<file path="config.mk">
export PLATFORM = sky130hd
export DESIGN_NAME = au_issue
export DESIGN_NICKNAME = d
export VERILOG_FILES = /design/src/hw/au_isa_pkg.sv /design/src/hw/au_core_pkg.sv /design/src/hw/au_issue.sv
export SDC_FILE = /design/constraint.sdc
export NUM_CORES = 1
export LEC_CHECK = 0
export BUFFER_PORTS_ARGS = -buffer_cell sky130_fd_sc_hd__buf_2
export CORE_ASPECT_RATIO = 1.25
export CORE_MARGIN = 8
export CORE_UTILIZATION = 45
export DETAILED_ROUTE_END_ITERATION = 12
export PLACE_DENSITY = 0.67
export SLEW_MARGIN = 25
export SYNTH_ARGS = -nofsm -noshare
export SYNTH_HDL_FRONTEND = slang
export SYNTH_SLANG_ARGS = --single-unit
</file>
<file path="constraint.sdc">
create_clock -name CLK -period 4.33 [get_ports CLK]
set_input_delay 1.0825 -clock CLK [delete_from_list [all_inputs] [get_ports CLK]]
set_output_delay 1.0825 -clock CLK [all_outputs]
set_load 0.005 [all_outputs]
</file>
<file path="src/hw/au_isa_pkg.sv">
// Opcodes 06h to 0Fh retire bad_result, and the immediate form only reaches opcodes 00h to 0Fh
package au_isa_pkg;

  // Host word, bit 28 set marks an immediate prefix
  typedef logic [28:0] instr_t;

  // Operation word
  // [14] immediate form, [13:9] opcode, [8:6] reg A, [5:3] reg B or imm, [2:0] reg C
  typedef logic [14:0] op_t;

  typedef logic [4:0] opcode_t;

  // Prefix payload, becomes bits 31..4 of a full immediate
  typedef logic [27:0] imm_t;

  // Register or full-immediate operations
  localparam opcode_t opc_or   = 5'h00;
  localparam opcode_t opc_xor  = 5'h01;
  localparam opcode_t opc_cmp  = 5'h02;
  localparam opcode_t opc_add  = 5'h03;
  localparam opcode_t opc_sub  = 5'h04;
  localparam opcode_t opc_and  = 5'h05;

  // The 3-bit B field acts as bit index, shift amount or small immediate
  localparam opcode_t opc_bset = 5'h10;
  localparam opcode_t opc_bclr = 5'h11;
  localparam opcode_t opc_subi = 5'h12;
  localparam opcode_t opc_addi = 5'h13;
  localparam opcode_t opc_shl  = 5'h14;
  localparam opcode_t opc_shr  = 5'h15;
  localparam opcode_t opc_sra  = 5'h16;
  localparam opcode_t opc_sext = 5'h17;

  // Retired by every unused opcode
  localparam logic [31:0] bad_result = 32'hFFFF_FBAD;

endpackage

</file>
<file path="src/hw/au_core_pkg.sv">
// Thread count is tied to the 2-bit slice counter, and flag bits 7..4 are reserved as zero
package au_core_pkg;

  localparam int num_threads = 4;

  // Hardware thread, also the slice number that owns a slot
  typedef logic [1:0] thread_t;

  // Register select within one thread
  typedef logic [2:0] reg_sel_t;

  typedef logic [31:0] word_t;

  // Flag word
  // bit 0 zero, bit 1 negative, bit 2 signed overflow, bit 3 carry or borrow
  typedef logic [7:0] flags_t;

  // Host handshake states
  typedef enum logic [1:0]
  {
    idle,
    wait_slot,
    acked
  } slice_state_t;

endpackage

</file>
<file path="src/hw/au_issue.sv">
// One host request at a time, and a held prefix stays with its thread until that thread sends another
`timescale 1ns/10ps

module au_issue
(
  input  logic                 CLK,
  input  logic                 RST,
  input  logic                 instr_req,
  input  au_core_pkg::thread_t instr_thread,
  input  au_isa_pkg::instr_t   instr,
  output logic                 instr_ack,
  output logic                 op_vld,
  output au_isa_pkg::op_t      op,
  output au_core_pkg::thread_t slice,
  output au_isa_pkg::imm_t     imm_hi
);

  au_core_pkg::thread_t      slice_cnt;
  au_core_pkg::slice_state_t state;
  au_isa_pkg::imm_t          hold_q [au_core_pkg::num_threads];
  logic                      is_prefix;
  logic                      accept;

  // Free-running slot counter, one slot per thread every fourth cycle
  always_ff @(posedge CLK or posedge RST)
  begin
    if (RST)
      slice_cnt <= '0;
    else
      slice_cnt <= slice_cnt + 2'd1;
  end

  assign is_prefix = instr[28];

  // Take the word only in the owning thread's slot
  assign accept = instr_req && (instr_thread == slice_cnt) && (state != au_core_pkg::acked);

  // Four-phase handshake
  always_ff @(posedge CLK or posedge RST)
  begin
    if (RST)
      state <= au_core_pkg::idle;
    else
    begin
      case (state)
        au_core_pkg::idle:
        begin
          if (accept)
            state <= au_core_pkg::acked;
          else if (instr_req)
            state <= au_core_pkg::wait_slot;
        end
        au_core_pkg::wait_slot:
        begin
          if (accept)
            state <= au_core_pkg::acked;
          else if (!instr_req)
            state <= au_core_pkg::idle;
        end
        default:
        begin
          // Ack held until the host lets go of req
          if (!instr_req)
            state <= au_core_pkg::idle;
        end
      endcase
    end
  end

  assign instr_ack = (state == au_core_pkg::acked);

  // Single-cycle issue strobe, same cycle as the ack rises
  always_ff @(posedge CLK or posedge RST)
  begin
    if (RST)
      op_vld <= 1'b0;
    else
      op_vld <= accept && !is_prefix;
  end

  always_ff @(posedge CLK)
  begin
    if (accept && !is_prefix)
    begin
      op    <= instr[14:0];
      slice <= instr_thread;
    end
  end

  // Per-thread prefix hold registers
  always_ff @(posedge CLK or posedge RST)
  begin
    if (RST)
    begin
      for (int t = 0; t < au_core_pkg::num_threads; t++)
        hold_q[t] <= '0;
    end
    else if (accept && is_prefix)
      hold_q[instr_thread] <= instr[27:0];
  end

  assign imm_hi = hold_q[slice];

endmodule

</file>
==> impl_metrics.csv <==
group,metric,value,unit
logic_synthesis,netlist-cell-type-count,23,
sta,final-max-slew-violation-count,0,
global_routing,grt_use_total,14.5,%
global_routing,grt_pass1_vias,3513,
placement,place_area,0.00639,sq mm
floorplan,rows,46,
global_routing,gr-total-overflow,0,
floorplan,fp.coreArea,0.0127,sq mm
power,clkPwrFrac,40.8,%
placement,portBuffers,80,
cells_and_area,layout_common_cells,"dfrtp_1, buf_2, mux2_4",
sta,maxSlewHeadroom,30.3,%
clock_tree,cts_tree,"done",
setup_path,path_cells,"buf_12 -> mux4_2 -> buf_2",
setup_path,endpoint_kind,"primary output",
cells_and_area,seqCellArea,0.00344,sq mm
cells_and_area,area_growth_syn_to_layout,18.7,%
cells_and_area,stdcell_count,581,
outcome,status,"completed",
cells_and_area,nFillCells,1019,
cells_and_area,nets,434,
cells_and_area,multi_input_area,0.00225,sq mm
floorplan,die_y,144,microns
placement,dp_cells,549,
drt,routedWlPerCell,20.0,microns
sta,max_freq,304,MHz
clock_tree,clk_pin_slew,50,ps
sta,worst_clock_skew,6.79,ps
drt,first_pass_iters,4,
placement,dpl.hpwl,7.49,mm
power,pwr-share-comb,13.9,%
power,seqPwrFrac,45.3,%
setup_path,critPathMaxStageDelay,790,ps
drt,totalWireLength,11.6,mm
drt,drcViolationCount,0,
drt,vias,3076,
sta,rsz0062_at_grt,"false",
clock_tree,cts_sinks,134,
floorplan,die_w,118,microns
setup_path,slowest_stage,"edfxtp_1",
logic_synthesis,syn_area_per_cell,19.0,sq um
power,switchingPower,0.000772,W
logic_synthesis,synth-seq-cells,134,
power,power.internal,0.00272,W
setup_path,worstSetupPathType,"reg -> out",
setup_path,path_max_fanout,20,
drt,ant_nets,0,
logic_synthesis,seq_area_frac_synth,58.3,%
sta,setup_violations,0,
logic_synthesis,netlist_instances,310,
clock_tree,numCtsBuffers,17,
sta,hold_violations,0,
logic_synthesis,synth_area_leaders,"dfrtp_1, mux2_4, mux4_2",
worst_hold_path,hold_class,"reg -> reg",
power,vdd.ir_drop.worst,235,uV
floorplan,start_util,46.4,%
sta,tightestPinTransition,1050,ps
logic_synthesis,synth_top_area_share,49.6,%
clock_tree,cts_max_level,4,
global_routing,grt_max_degree,89,
cells_and_area,final_common_cell,"dfrtp_1",
setup_path,crit_arrival,2200,ps
sta,min_period,3280,ps
cells_and_area,final_cell_area,0.00700,sq mm
logic_synthesis,synthArstFlopShare,87.3,%
sta,tns,0,ps
logic_synthesis,yosys_warnings,0,
clock_tree,post-cts-setup-buffers,0,
clock_tree,clk_latency,410,ps
clock_tree,cts_resized,0,
clock_tree,cts_root_buf,"clkbuf_16",
logic_synthesis,synthFlopType,"dfrtp_1",
drt,initialDrtViolationCount,136,
power,sw_frac_of_total,22.1,%
logic_synthesis,netlist_area,0.00590,sq mm
cells_and_area,drive_above_1_share,64.6,%
setup_path,worstSetupStartpointType,"register",
power,p_leak,3.43,nW
drt,via_per_inst,5.29,
global_routing,antenna_found_initial,0,
global_routing,grt_pass1_wl,19.0,mm
job,cap_violations,0,
logic_synthesis,synth_enable_flop_cells,17,
sta,period_share,75.9,%
power,p_total,0.00350,W
logic_synthesis,yosysTopAreaCell,"dfrtp_1",
clock_tree,cts_buffer_depth,2,
setup_path,cp_data_required_time,3250,ps
floorplan,ios,81,
logic_synthesis,syn-num-nets,344,
cells_and_area,antenna_cells,0,
clock_tree,hold_buffers,0,
power,powerDensity,500,mW/mm^2
placement,place.gp.congestion,0.766,
floorplan,dieArea,0.0170,sq mm
[routing by layer]
| layer | track usage [%] | vias up | share of wire (%) |
|---|---|---|---|
| met4 | 5.87 | 0 | 1.0 |
| met2 | 23.4 | 63 | 50 |
| li1 | - | 1340 | - |
| met5 | 0 | - | 0 |
| met3 | 4.92 | 9 | 3.8 |
| met1 | 17.5 | 1664 | 45 |
[power groups by stage]
| stage | sequential (W) | clock [W] | combinational [W] |
|---|---|---|---|
| floorplan | 0.00156 | 0 | 0.000363 |
| global placement | 0.00159 | 0 | 0.000479 |
| detailed placement | 0.00160 | 0 | 0.000497 |
| CTS | 0.00158 | 0.00145 | 0.000499 |
| global route | 0.00161 | 0.00150 | 0.000530 |
| finish | 0.00158 | 0.00142 | 0.000488 |
[synthesized netlist by cell type (all sizes together), types with 2 or more instances]
cell	instances
or4	3
buf	16
xnor2	2
mux2	112
nand2	2
mux4	28
edfxtp	17
dfrtp	117
inv	4
[layout make-up]
type / count / area share [%]
Sequential cell: 134 / 49.1
Multi-Input combinational cell: 155 / 32.2
Clock buffer: 25 / 7.69
Timing Repair Buffer: 88 / 6.76
Tap cell: 168 / 3.00
Clock inverter: 7 / 0.894
Inverter: 4 / 0.286
[path summary, 6_finish.rpt]
check	from	to	slack (ps)	cells past startpoint
min in group asynchronous	RST	hold_q[20]	820	2
max in group asynchronous	RST	hold_q[30]	2760	3
setup / recovery	slice[0]	imm_hi[23]	1050	3
hold / removal	hold_q[15]	hold_q[15]	500	1
hold reg to reg	hold_q[15]	hold_q[15]	500	1
setup reg to reg	state[1]	hold_q[45]	1740	4
[state kept, by name (all words and copies together), names as in the netlist]
signal	flops
hold_q	112
slice_cnt	2
op_vld	1
op	15
slice	2
state	2
[critical path, delay by kind of cell, from the launching register on]
kind	cells	cell delay [ps]
DFF	1	790
muxes	1	560
buffers and inverters	2	430
[through the flow]
step           hold WS (ps)  setup slack (ps)  util [%]
2_1_floorplan           474               147         -
3_3_place_gp            484              1020      50.3
3_5_place_dp            490               984      50.3
4_1_cts                 505               962      55.0
5_1_grt                 514               903      55.0
6_report                497              1050      55.0
[cells by family (layout without fill, tap and decap cells)]
kind of cell / Yosys count / after routing / synth area share (%)
simple gates: 9 / 9 / 1.17
flops: 134 / 134 / 58.3
compound gates: 3 / 3 / 0.318
buf+inv: 21 / 124 / 3.61
mux: 140 / 140 / 35.9
xor+xnor: 3 / 3 / 0.700
No activity file was read; power rests on OpenSTA's default activity.
