==> src/hw/au_isa_pkg.sv <==
// Opcodes 06h to 0Fh retire bad_result, and the immediate form only reaches opcodes 00h to 0Fh
package au_isa_pkg;

  // Host word, bit 28 set marks an immediate prefix
  typedef logic [28:0] instr_t;

  // Operation word
  // [14] immediate form, [13:9] opcode, [8:6] reg A, [5:3] reg B or imm, [2:0] reg C
  typedef logic [14:0] op_t;

  typedef logic [4:0] opcode_t;

  // Prefix payload, becomes bits 31..4 of a full immediate
  typedef logic [27:0] imm_t;

  // Register or full-immediate operations
  localparam opcode_t opc_or   = 5'h00;
  localparam opcode_t opc_xor  = 5'h01;
  localparam opcode_t opc_cmp  = 5'h02;
  localparam opcode_t opc_add  = 5'h03;
  localparam opcode_t opc_sub  = 5'h04;
  localparam opcode_t opc_and  = 5'h05;

  // The 3-bit B field acts as bit index, shift amount or small immediate
  localparam opcode_t opc_bset = 5'h10;
  localparam opcode_t opc_bclr = 5'h11;
  localparam opcode_t opc_subi = 5'h12;
  localparam opcode_t opc_addi = 5'h13;
  localparam opcode_t opc_shl  = 5'h14;
  localparam opcode_t opc_shr  = 5'h15;
  localparam opcode_t opc_sra  = 5'h16;
  localparam opcode_t opc_sext = 5'h17;

  // Retired by every unused opcode
  localparam logic [31:0] bad_result = 32'hFFFF_FBAD;

endpackage

==> src/hw/au_core_pkg.sv <==
// Thread count is tied to the 2-bit slice counter, and flag bits 7..4 are reserved as zero
package au_core_pkg;

  localparam int num_threads = 4;

  // Hardware thread, also the slice number that owns a slot
  typedef logic [1:0] thread_t;

  // Register select within one thread
  typedef logic [2:0] reg_sel_t;

  typedef logic [31:0] word_t;

  // Flag word
  // bit 0 zero, bit 1 negative, bit 2 signed overflow, bit 3 carry or borrow
  typedef logic [7:0] flags_t;

  // Host handshake states
  typedef enum logic [1:0]
  {
    idle,
    wait_slot,
    acked
  } slice_state_t;

endpackage

==> src/hw/au_exec.sv <==
// Fixed two-stage latency with no stall, and results are not forwarded between ops of one thread
`timescale 1ns/10ps

module au_exec
(
  input  logic                  CLK,
  input  logic                  RST,
  input  logic                  op_vld,
  input  au_isa_pkg::op_t       op,
  input  au_core_pkg::thread_t  slice,
  input  au_isa_pkg::imm_t      imm_hi,
  input  au_core_pkg::word_t    ra,
  input  au_core_pkg::word_t    rb,
  output logic                  wb_vld,
  output au_core_pkg::thread_t  wb_thread,
  output au_core_pkg::reg_sel_t wb_sel,
  output au_core_pkg::word_t    wb_data,
  output logic                  retire_vld,
  output au_core_pkg::flags_t   retire_flags
);

  logic                  imm_form;
  au_isa_pkg::opcode_t   opc;
  au_core_pkg::word_t    imm_word;

  logic                  s1_vld;
  au_core_pkg::word_t    s1_a;
  au_core_pkg::word_t    s1_b;
  au_isa_pkg::opcode_t   s1_opc;
  logic [2:0]            s1_fa;
  logic [2:0]            s1_fb;
  au_core_pkg::reg_sel_t s1_sel;
  au_core_pkg::thread_t  s1_thread;

  logic                  is_sub;
  logic                  is_arith;
  au_core_pkg::word_t    add_b;
  logic [32:0]           sum;
  logic                  ovf;
  au_core_pkg::word_t    bit_mask;
  au_core_pkg::word_t    result;

  logic                  s2_vld;
  logic                  s2_wr;
  au_core_pkg::thread_t  s2_thread;
  au_core_pkg::reg_sel_t s2_sel;
  au_core_pkg::word_t    s2_result;
  logic                  s2_carry;
  logic                  s2_ovf;

  // Decode, immediate form masks the opcode down to 00h..0Fh
  assign imm_form = op[14];
  assign opc      = op[13:9] & (imm_form ? 5'h0F : 5'h1F);
  assign imm_word = {imm_hi, op[13], op[5:3]};

  // Stage 1 operand capture
  always_ff @(posedge CLK or posedge RST)
  begin
    if (RST)
      s1_vld <= 1'b0;
    else
      s1_vld <= op_vld;
  end

  always_ff @(posedge CLK)
  begin
    if (op_vld)
    begin
      s1_a      <= ra;
      s1_b      <= imm_form ? imm_word : rb;
      s1_opc    <= opc;
      s1_fa     <= op[8:6];
      s1_fb     <= op[5:3];
      s1_sel    <= op[2:0];
      s1_thread <= slice;
    end
  end

  // Adder shared by add, sub, compare and their small-immediate forms
  always_comb
  begin
    is_sub   = (s1_opc == au_isa_pkg::opc_sub) || (s1_opc == au_isa_pkg::opc_cmp) ||
               (s1_opc == au_isa_pkg::opc_subi);
    is_arith = is_sub || (s1_opc == au_isa_pkg::opc_add) || (s1_opc == au_isa_pkg::opc_addi);
    // 10h and above take the raw 3-bit field
    add_b    = s1_opc[4] ? {29'd0, s1_fb} : s1_b;
    if (is_sub)
      sum = {1'b0, s1_a} - {1'b0, add_b};
    else
      sum = {1'b0, s1_a} + {1'b0, add_b};
    if (is_sub)
      ovf = (s1_a[31] != add_b[31]) && (sum[31] != s1_a[31]);
    else
      ovf = (s1_a[31] == add_b[31]) && (sum[31] != s1_a[31]);
    bit_mask = 32'd1 << s1_fb;
  end

  always_comb
  begin
    if (s1_opc[4:3] == 2'b11)
      // Load constant, 9 bits taken from op[11:3]
      result = {{23{s1_opc[2]}}, s1_opc[2:0], s1_fa, s1_fb};
    else
    begin
      case (s1_opc)
        au_isa_pkg::opc_or:   result = s1_a | s1_b;
        au_isa_pkg::opc_xor:  result = s1_a ^ s1_b;
        au_isa_pkg::opc_cmp,
        au_isa_pkg::opc_add,
        au_isa_pkg::opc_sub,
        au_isa_pkg::opc_subi,
        au_isa_pkg::opc_addi: result = sum[31:0];
        au_isa_pkg::opc_and:  result = s1_a & s1_b;
        au_isa_pkg::opc_bset: result = s1_a | bit_mask;
        au_isa_pkg::opc_bclr: result = s1_a & ~bit_mask;
        au_isa_pkg::opc_shl:  result = s1_a << s1_fb;
        au_isa_pkg::opc_shr:  result = s1_a >> s1_fb;
        au_isa_pkg::opc_sra:  result = $signed(s1_a) >>> s1_fb;
        au_isa_pkg::opc_sext:
        begin
          // Source width picked by the low two field bits
          case (s1_fb[1:0])
            2'd0:    result = {32{s1_a[0]}};
            2'd1:    result = {{24{s1_a[7]}}, s1_a[7:0]};
            2'd2:    result = {{16{s1_a[15]}}, s1_a[15:0]};
            default: result = {{8{s1_a[23]}}, s1_a[23:0]};
          endcase
        end
        default:              result = au_isa_pkg::bad_result;
      endcase
    end
  end

  // Stage 2 result register
  always_ff @(posedge CLK or posedge RST)
  begin
    if (RST)
      s2_vld <= 1'b0;
    else
      s2_vld <= s1_vld;
  end

  always_ff @(posedge CLK)
  begin
    if (s1_vld)
    begin
      s2_wr     <= (s1_opc != au_isa_pkg::opc_cmp);
      s2_thread <= s1_thread;
      s2_sel    <= s1_sel;
      s2_result <= result;
      s2_carry  <= is_arith && sum[32];
      s2_ovf    <= is_arith && ovf;
    end
  end

  assign retire_vld = s2_vld;
  // Compare retires without a register write
  assign wb_vld     = s2_vld && s2_wr;
  assign wb_thread  = s2_thread;
  assign wb_sel     = s2_sel;
  assign wb_data    = s2_result;

  // Reserved nibble reads as zero
  assign retire_flags = {4'h0, s2_carry, s2_ovf, s2_result[31], (s2_result == '0)};

endmodule

==> config.mk <==
export PLATFORM = sky130hd
export DESIGN_NAME = au_exec
export DESIGN_NICKNAME = d
export VERILOG_FILES = /design/src/hw/au_isa_pkg.sv /design/src/hw/au_core_pkg.sv /design/src/hw/au_exec.sv
export SDC_FILE = /design/constraint.sdc
export NUM_CORES = 1
export LEC_CHECK = 0
export CORE_MARGIN = 5
export CORE_UTILIZATION = 25
export DETAILED_ROUTE_END_ITERATION = 10
export DONT_BUFFER_PORTS = 1
export HOLD_SLACK_MARGIN = 0.1
export PLACE_DENSITY = 0.4
export SETUP_SLACK_MARGIN = 0.15
export SLEW_MARGIN = 5
export SYNTH_ARGS = -nofsm -noshare
export SYNTH_HDL_FRONTEND = slang
export SYNTH_SLANG_ARGS = --single-unit
==> constraint.sdc <==
create_clock -name CLK -period 10.3 [get_ports CLK]
set_input_delay 2.06 -clock CLK [delete_from_list [all_inputs] [get_ports CLK]]
set_output_delay 2.06 -clock CLK [all_outputs]
set_load 0.05 [all_outputs]
==> flow_metrics.tcl, run 1 <==
set metrics [dict create \
    gr-total-overflow 0 \
    dpl_cell_area_um2 11700 \
    wl_per_cell_um 24.8 \
    crit_required_ns 10.49 \
    drv_cap 0 \
    utilization 0.278 \
    synth_cell_type_count 85 \
    hold_viol_final 0 \
    cp_slowest_stage_delay_ns 0.84 \
    placed_cells 1884 \
    core_um2 44300 \
    clockBufferDepth 2 \
    status "completed" \
    clkLatencyLatePin_ns 0.46 \
    crit_type "register to register" \
    timing.setup.tns_ns 0 \
    ioPinCount 159 \
    power.internal_mw 1.23 \
    final_nets 1457 \
    drt_iter0_markers 1244 \
    syn_area_um2 11200 \
    yosysTopAreaCell "edfxtp_1" \
    slowest_stage "o21ai_2" \
    skew_ns 0.0135 \
    synth_ff_type "edfxtp_1" \
    diodes 0 \
    cts_sinks 122 \
    period_needed_ns 5.97 \
    clkTransAtPathRegs_ns 0.06 \
    yosysMostFrequentCell "nor2_1" \
    synth_common_cells "nor2_1, nand2_1, edfxtp_1" \
    instances_no_fill 1916 \
    netlist_instances 1371 \
    fmax_ghz 0.168 \
    timing.final.crit_share 0.579 \
    tightest_slew_ns 1.11 \
    critPathMaxFanout 46 \
    maxSlewViolCount 0 \
    drtAntennaViolNets 0 \
    syn_avg_cell_area_um2 8.20 \
    row_count 77 \
    cellPowerDensity_nw_per_um2 167 \
    cts_hold_buffers 0 \
    dieArea_um2 49300 \
    fin_area_um2 12300 \
    cts-root-buf "clkbuf_16" \
    cts_tree "built" \
    antenna_found_initial 0 \
    cts_setup_buffers 0 \
    hp-class "register to register" \
    nFillCells 4887 \
    synth-seq-cells 122 \
    crit_arrival_ns 6.15 \
    cts-htree-levels 4 \
    synth_area_leaders "edfxtp_1, nor2_1, a21oi_1" \
    drive_gt1_frac 0.0967 \
    grt_usage 0.187 \
    p_switching_mw 0.820 \
    endpoint_kind "register" \
    wl_mm 47.5 \
    grt_max_degree 82 \
    ir_drop_mv 0.123 \
    start_util 0.254 \
    synth_top_area_frac 0.320 \
    rsz0062_at_grt "false" \
    yosysSeqAreaShare 0.325 \
    vias 10800 \
    area_growth_pct 9.39 \
    crit_path_start_kind "register" \
    crit_family "compound AO/OA/AOI/OAI gates" \
    leakage_nw 4.29 \
    route.detailed.drc 0 \
    pwr-share-clk 0.306 \
    firstDrtPassIters 5 \
    die_x_um 222 \
    synth_edf_count 120 \
    hpwlAfterDp_mm 35.9 \
    grt_first_pass_wirelength_mm 70.5 \
    cts_resized 0 \
    total_power_mw 2.05 \
    setup_viol 0 \
    async_flop_share 0.0164 \
    gp_congestion 0.914 \
    relSlewSlack 0.258 \
    path_cells "buf_4 > inv_2 > nand2_1 > nor2_1 > o21ai_2 > nand2_1 > xnor2_1 > ha_1 > and2_1 > nor2b_1 > o41ai_2 > o21ai_2 > a2111oi_4 > o31ai_2 > a21boi_2 > xor2_1 > o22ai_1" \
    ys_warn_count 0 \
    die_h_um 222 \
    cts_made_buffers 17 \
    vias_per_cell 5.65 \
    comb_power_share 0.315 \
    port-buffer-count 0 \
    crit_buf_inv 2 \
    netSwitchingFraction 0.400 \
    grt_pass1_vias 10400 \
    seqPwrFrac 0.379 \
]
[cells in the final DEF, fill, tap and decap left out, drive strengths merged, types with 18 or more instances in the layout]
cell type | netlist | layout
nand2 | 130 | 130
a21oi | 118 | 118
nand3 | 18 | 18
nor3 | 50 | 50
a31oi | 28 | 28
mux2i | 21 | 21
a21o | 24 | 24
mux2 | 37 | 37
xnor2 | 29 | 29
inv | 20 | 22
o21ai | 153 | 153
o22ai | 23 | 23
nor4 | 18 | 18
nand2b | 23 | 23
nor2b | 31 | 31
edfxtp | 120 | 120
nor2 | 162 | 162
ha | 33 | 33
buf | 50 | 21
o211ai | 33 | 33
a211oi | 19 | 19
[final cells by class]
| class | count | area (um^2) | area share |
|---|---|---|---|
| well taps | 592 | 741 | 0.0602 |
| clock buffers | 17 | 425 | 0.0346 |
| inverters | 20 | 75.1 | 0.00610 |
| flip-flops and latches | 122 | 3650 | 0.297 |
| multi-input cells | 1129 | 7070 | 0.575 |
| repair buffers | 21 | 158 | 0.0128 |
| clock inverters | 15 | 175 | 0.0142 |
[logic make-up after synthesis]
group                    Yosys count  share of synthesized area
adder cells (fa/ha/maj)           34                     0.0385
multiplexers                      65                     0.0698
XOR/XNOR                          43                     0.0335
buffers and inverters            123                     0.0474
other                              1                   0.000333
AND/OR/NAND/NOR                  480                      0.198
AO/OA/AOI/OAI                    503                      0.287
flip-flops                       122                      0.325
[metrics by stage]
step | setup WS [ns] | hold slack, ns
finish | 4.33 | 0.421
global route | 3.93 | 0.423
CTS | 4.41 | 0.419
detailed placement | 4.41 | 0.405
global placement | 4.49 | 0.401
floorplan | 5.46 | 0.400
[path summary, 6_finish.rpt]
| path | from | slack [ns] | endpoint | depth (start not counted) |
|---|---|---|---|---|
| max | s1_opc[4] | 4.33 | wb_data[28] | 17 |
| min | s1_sel[1] | 0.42 | wb_sel[1] | 0 |
| max reg2reg | s1_opc[4] | 4.33 | wb_data[28] | 17 |
| min reg2reg | s1_sel[1] | 0.42 | wb_sel[1] | 0 |
| max in group asynchronous | RST | 8.83 | s1_vld | 1 |
| min in group asynchronous | RST | 1.34 | retire_vld | 1 |
[power groups by stage]
stage / clock, mW / sequential (mW) / combinational, mW
after global placement: 0 / 0.789 / 0.638
after CTS: 0.648 / 0.778 / 0.636
after global routing: 0.670 / 0.786 / 0.706
after detailed placement: 0 / 0.788 / 0.633
final: 0.628 / 0.779 / 0.646
after floorplan: 0 / 0.730 / 0.488
[registers in the layout, indices dropped and copies added (netlist names), 2 cells and up]
register and cells:
wb_data 32, s1_thread 2, wb_thread 2, s1_opc 5
s1_sel 3, s1_fa 3, s1_a 32, wb_sel 3
s1_b 32, s1_fb 3
[routing by layer]
layer	vias to the layer above	GRT usage	wire (um)
met3	66	0.0355	3550
met4	0	0.0587	1310
met1	5188	0.281	22800
li1	5064	-	-
met5	-	0	0
met2	499	0.269	19900
No activity file was read; power rests on OpenSTA's default activity.
==> run 2, diff against run 1 <==
--- a/config.mk
+++ b/config.mk
@@ -10,7 +10,7 @@
 export DETAILED_ROUTE_END_ITERATION = 10
 export DONT_BUFFER_PORTS = 1
 export HOLD_SLACK_MARGIN = 0.1
-export PLACE_DENSITY = 0.4
+export PLACE_DENSITY = 0.42
 export SETUP_SLACK_MARGIN = 0.15
 export SLEW_MARGIN = 5
 export SYNTH_ARGS = -nofsm -noshare
==> constraint.sdc (replaced) <==
create_clock -name CLK -period 4.9 [get_ports CLK]
set_input_delay 0.98 -clock CLK [delete_from_list [all_inputs] [get_ports CLK]]
set_output_delay 0.98 -clock CLK [all_outputs]
set_load 0.05 [all_outputs]
==> flow_metrics.tcl, run 2 (same netlist as run 1, synthesis figures left out) <==
set metrics [dict create \
    crit_arrival_ns 4.66 \
    period_needed_ns 4.47 \
    final_cell_mix "nor2_1, nand2_1, edfxtp_1" \
    cts_made_buffers 17 \
    cts_hold_buffers 0 \
    clkLatencyLatePin_ns 0.45 \
    timing.setup.tns_ns 0 \
    gr-total-overflow 0 \
    cts_setup_buffers 0 \
    grt_pass1_vias 10600 \
    hold_viol_final 0 \
    row_count 77 \
    grt_first_pass_wirelength_mm 70.3 \
    endpoint_kind "register" \
    route.detailed.drc 0 \
    cts-root-buf "clkbuf_16" \
    dieArea_um2 49300 \
    ioPinCount 159 \
    hp-class "input pin to asynchronous set/reset pin" \
    ir_drop_mv 0.228 \
    layout_setup_ws_ns 0.427 \
    relSlewSlack 0.265 \
    gp_congestion 0.952 \
    clockBufferDepth 2 \
    utilization 0.281 \
    drt_iter0_markers 1412 \
    cts_tree "built" \
    die_x_um 222 \
    rsz0062_at_grt "true" \
    drtAntennaViolNets 0 \
    crit_type "register to register" \
    fmax_ghz 0.224 \
    crit_path_start_kind "register" \
    cellPowerDensity_nw_per_um2 342 \
    hpwlAfterDp_mm 35.9 \
    tightest_slew_ns 1.10 \
    crit_required_ns 5.09 \
    critPathMaxFanout 6 \
    cts_sinks 122 \
    final_nets 1473 \
    grt_max_degree 82 \
    cts-htree-levels 4 \
    dp_slack_ns 0.288 \
    setup_viol 0 \
    layout_commonest_cell "nor2_1" \
    dpl_cell_area_um2 11800 \
    start_util 0.254 \
    antenna_found_initial 0 \
    grt_usage 0.186 \
    maxSlewViolCount 0 \
    wl_mm 46.9 \
    port-buffer-count 0 \
    die_h_um 222 \
    drive_gt1_frac 0.113 \
    skew_ns 0.0134 \
    core_um2 44300 \
    fin_area_um2 12400 \
    clkTransAtPathRegs_ns 0.06 \
    nFillCells 4832 \
    total_power_mw 4.25 \
    drv_cap 0 \
    area_growth_pct 10.7 \
    vias_per_cell 5.57 \
    firstDrtPassIters 6 \
    vias 10800 \
    wl_per_cell_um 24.3 \
    cts_resized 0 \
    leakage_nw 4.36 \
    status "completed" \
    timing.final.crit_share 0.913 \
]
==> run 2: changes by cell type in the layout (fill, tap and decap cells not counted), moves of 2 or more <==
cell        change
bufinv_16       -2
buf_4          +15
inv_6           +2
clkinvlp_4      +2
clkinv_1        -2
==> run 2: path summary, 6_finish.rpt <==
| check | cells after the start | endpoint | from | slack, ns |
|---|---|---|---|---|
| max | 18 | s2_ovf | s1_opc[4] | 0.43 |
| min | 1 | retire_vld | RST | 0.26 |
| max reg2reg | 18 | s2_ovf | s1_opc[4] | 0.43 |
| min reg2reg | 0 | wb_sel[1] | s1_sel[1] | 0.42 |
| max in group asynchronous | 1 | s1_vld | RST | 4.52 |
| min in group CLK | 0 | wb_sel[1] | s1_sel[1] | 0.42 |
==> run 2: report_power, final <==
part | total (mW) | leakage [nW] | internal (mW) | switching, mW
combinational | 1.39 | 2.90 | 0.522 | 0.866
clock | 1.24 | 0.269 | 0.704 | 0.534
sequential | 1.63 | 1.20 | 1.29 | 0.341
==> run 2: per-layer routing <==
layer	share of wire	wire length [um]	global-route usage
met5	0	0	0
met3	0.069	3220	0.0352
met2	0.43	20300	0.280
met4	0.020	939	0.0521
met1	0.48	22400	0.271
==> run 2: worst max-delay path, cell delays in order, from the launching register on <==
cell and delay, ns:
edfxtp_1 0.46, mux2i_2 0.33, ha_1 0.24, o2111ai_1 0.21
or2_4 0.33, nor3_2 0.24, nand2_1 0.07, nand2_1 0.07
a21oi_1 0.06, o32a_1 0.20, ha_1 0.37, a21o_1 0.20
a21oi_1 0.14, nor2b_1 0.08, o41ai_2 0.23, o21a_1 0.24
mux2_1 0.36, a311oi_2 0.27, mux2i_1 0.12
==> run 2: layout make-up <==
cell class | instances | area (um^2) | share of cell area
inverter | 20 | 75.1 | 0.00603
antenna | 1 | 2.50 | 0.000201
clock inverter | 15 | 143 | 0.0115
clock buffer | 17 | 425 | 0.0342
multi-input combinational | 1129 | 7120 | 0.572
tap | 592 | 741 | 0.0595
sequential | 122 | 3650 | 0.294
timing repair buffer | 37 | 290 | 0.0233
==> run 2: stage by stage <==
step,std cells,hold slack (ns)
4_1_cts,1932,0.217
2_1_floorplan,1374,0.400
6_report,1933,0.261
3_3_place_gp,1900,0.401
5_1_grt,1932,0.245
3_5_place_dp,1900,0.405
==> run 3, diff against run 2 <==
--- a/config.mk
+++ b/config.mk
@@ -5,12 +5,13 @@
 export SDC_FILE = /design/constraint.sdc
 export NUM_CORES = 1
 export LEC_CHECK = 0
+export ABC_CLOCK_PERIOD_IN_PS = 4700
 export CORE_MARGIN = 5
 export CORE_UTILIZATION = 25
 export DETAILED_ROUTE_END_ITERATION = 10
 export DONT_BUFFER_PORTS = 1
 export HOLD_SLACK_MARGIN = 0.1
-export PLACE_DENSITY = 0.42
+export PLACE_DENSITY = 0.4
 export SETUP_SLACK_MARGIN = 0.15
 export SLEW_MARGIN = 5
 export SYNTH_ARGS = -nofsm -noshare
==> constraint.sdc (replaced) <==
create_clock -name CLK -period 4.7 [get_ports CLK]
set_input_delay 0.94 -clock CLK [delete_from_list [all_inputs] [get_ports CLK]]
set_output_delay 0.94 -clock CLK [all_outputs]
set_load 0.05 [all_outputs]
==> flow_metrics.tcl, run 3 (same netlist as run 1, synthesis figures left out) <==
set metrics [dict create \
    crit_arrival_ns 4.44 \
    ioPinCount 159 \
    power.internal_mw 2.68 \
    dieArea_um2 49300 \
    drv_cap 0 \
    cts_made_buffers 17 \
    route.detailed.drc 0 \
    crit_path_start_kind "register" \
    endpoint_kind "register" \
    firstDrtPassIters 6 \
    rsz0062_at_grt "true" \
    hpwlAfterDp_mm 36.9 \
    cts-htree-levels 4 \
    timing.final.crit_share 0.904 \
    cts-root-buf "clkbuf_16" \
    leakage_nw 4.45 \
    row_count 77 \
    clkTransAtPathRegs_ns 0.07 \
    tightest_slew_ns 1.06 \
    die_x_um 222 \
    dp_slack_ns 0.227 \
    seqCellArea_um2 3650 \
    wl_per_cell_um 24.7 \
    drtAntennaViolNets 0 \
    vias 10900 \
    final_cell_mix "nor2_1, nand2_1, edfxtp_1" \
    r2r-start "s1_opc[4]" \
    clockBufferDepth 2 \
    ir_drop_mv 0.226 \
    multi_input_area_um2 7100 \
    diodes 0 \
    final_nets 1491 \
    utilization 0.283 \
    pwr-share-clk 0.294 \
    netSwitchingFraction 0.401 \
    gp_congestion 0.911 \
    cts_tree "built" \
    layout_setup_ws_ns 0.453 \
    placed_cells 1916 \
    comb_power_share 0.327 \
    wl_mm 48.1 \
    layout_commonest_cell "nor2_1" \
    crit_required_ns 4.89 \
    grt_usage 0.188 \
    port-buffer-count 0 \
    drt_iter0_markers 1201 \
    timing.setup.tns_ns 0 \
    grt_max_degree 82 \
    seqPwrFrac 0.379 \
    total_power_mw 4.48 \
    p_switching_mw 1.80 \
    drive_gt1_frac 0.122 \
    period_needed_ns 4.25 \
    hp-class "input pin to asynchronous set/reset pin" \
    status "completed" \
    skew_ns 0.0109 \
    dpl_cell_area_um2 11900 \
    grt_first_pass_wirelength_mm 70.4 \
    nFillCells 4821 \
    reg2reg_setup_slack_ns 0.45 \
    setup_viol 0 \
    critPathMaxFanout 5 \
    maxSlewViolCount 0 \
    vias_per_cell 5.57 \
    antenna_found_initial 2 \
    holdWs_ns 0.219 \
    grt_pass1_vias 10500 \
    gr-total-overflow 0 \
    core_um2 44300 \
    cts_hold_buffers 0 \
    cp-startpoint "s1_opc[4]" \
    area_growth_pct 11.7 \
    start_util 0.254 \
    relSlewSlack 0.290 \
    fin_area_um2 12600 \
    fmax_ghz 0.235 \
    crit_type "register to register" \
    cts_sinks 122 \
    instances_no_fill 1950 \
    cellPowerDensity_nw_per_um2 357 \
    hold_viol_final 0 \
    clkLatencyLatePin_ns 0.45 \
    die_h_um 222 \
]
## run 3: worst max-delay path, cell delays in order (launching register included)
cell	delay, ns
edfxtp_1	0.45
mux2i_1	0.27
ha_1	0.22
o2111ai_1	0.16
or2_4	0.31
o31ai_1	0.20
a21oi_1	0.10
o22a_1	0.21
ha_1	0.21
a22o_1	0.25
o41ai_2	0.29
o21ai_2	0.20
a2111oi_4	0.44
o31ai_2	0.13
a21boi_2	0.16
xor2_1	0.25
o22ai_1	0.13
## run 3: layer usage
metal,GRT usage,up-vias,part of all wire
li1,-,5117,-
met1,0.273,5150,0.47
met2,0.279,513,0.43
met3,0.0330,79,0.068
met4,0.0650,4,0.025
met5,0,-,0.00073
## run 3: timing repair
| action | in CTS | in global routing |
|---|---|---|
| setup endpoints to repair | 0 | 9 |
| resized for setup | 0 | 9 |
| setup buffers | 0 | 2 |
## run 3: worst paths after layout
kind                           endpoint  cells after the start
setup / recovery            wb_data[28]                     16
hold / removal               retire_vld                      1
setup reg to reg            wb_data[28]                     16
hold reg to reg            wb_thread[0]                      0
max in group asynchronous        s1_vld                      1
min in group CLK           wb_thread[0]                      0
## run 3: cell type report
cell class	instances	share of cell area
clock buffers	18	0.0342
clock inverters	14	0.0116
inverters	20	0.00598
multi-input cells	1129	0.565
flip-flops and latches	122	0.291
well taps	592	0.0590
repair buffers	55	0.0329
## run 3: power by group through the flow
stage               Combinational, mW  Clock, mW  Sequential (mW)
global placement                 1.44          0             1.72
global route                     1.60       1.40             1.71
detailed placement               1.43          0             1.72
finish                           1.46       1.32             1.70
CTS                              1.44       1.37             1.70
floorplan                        1.07          0             1.60
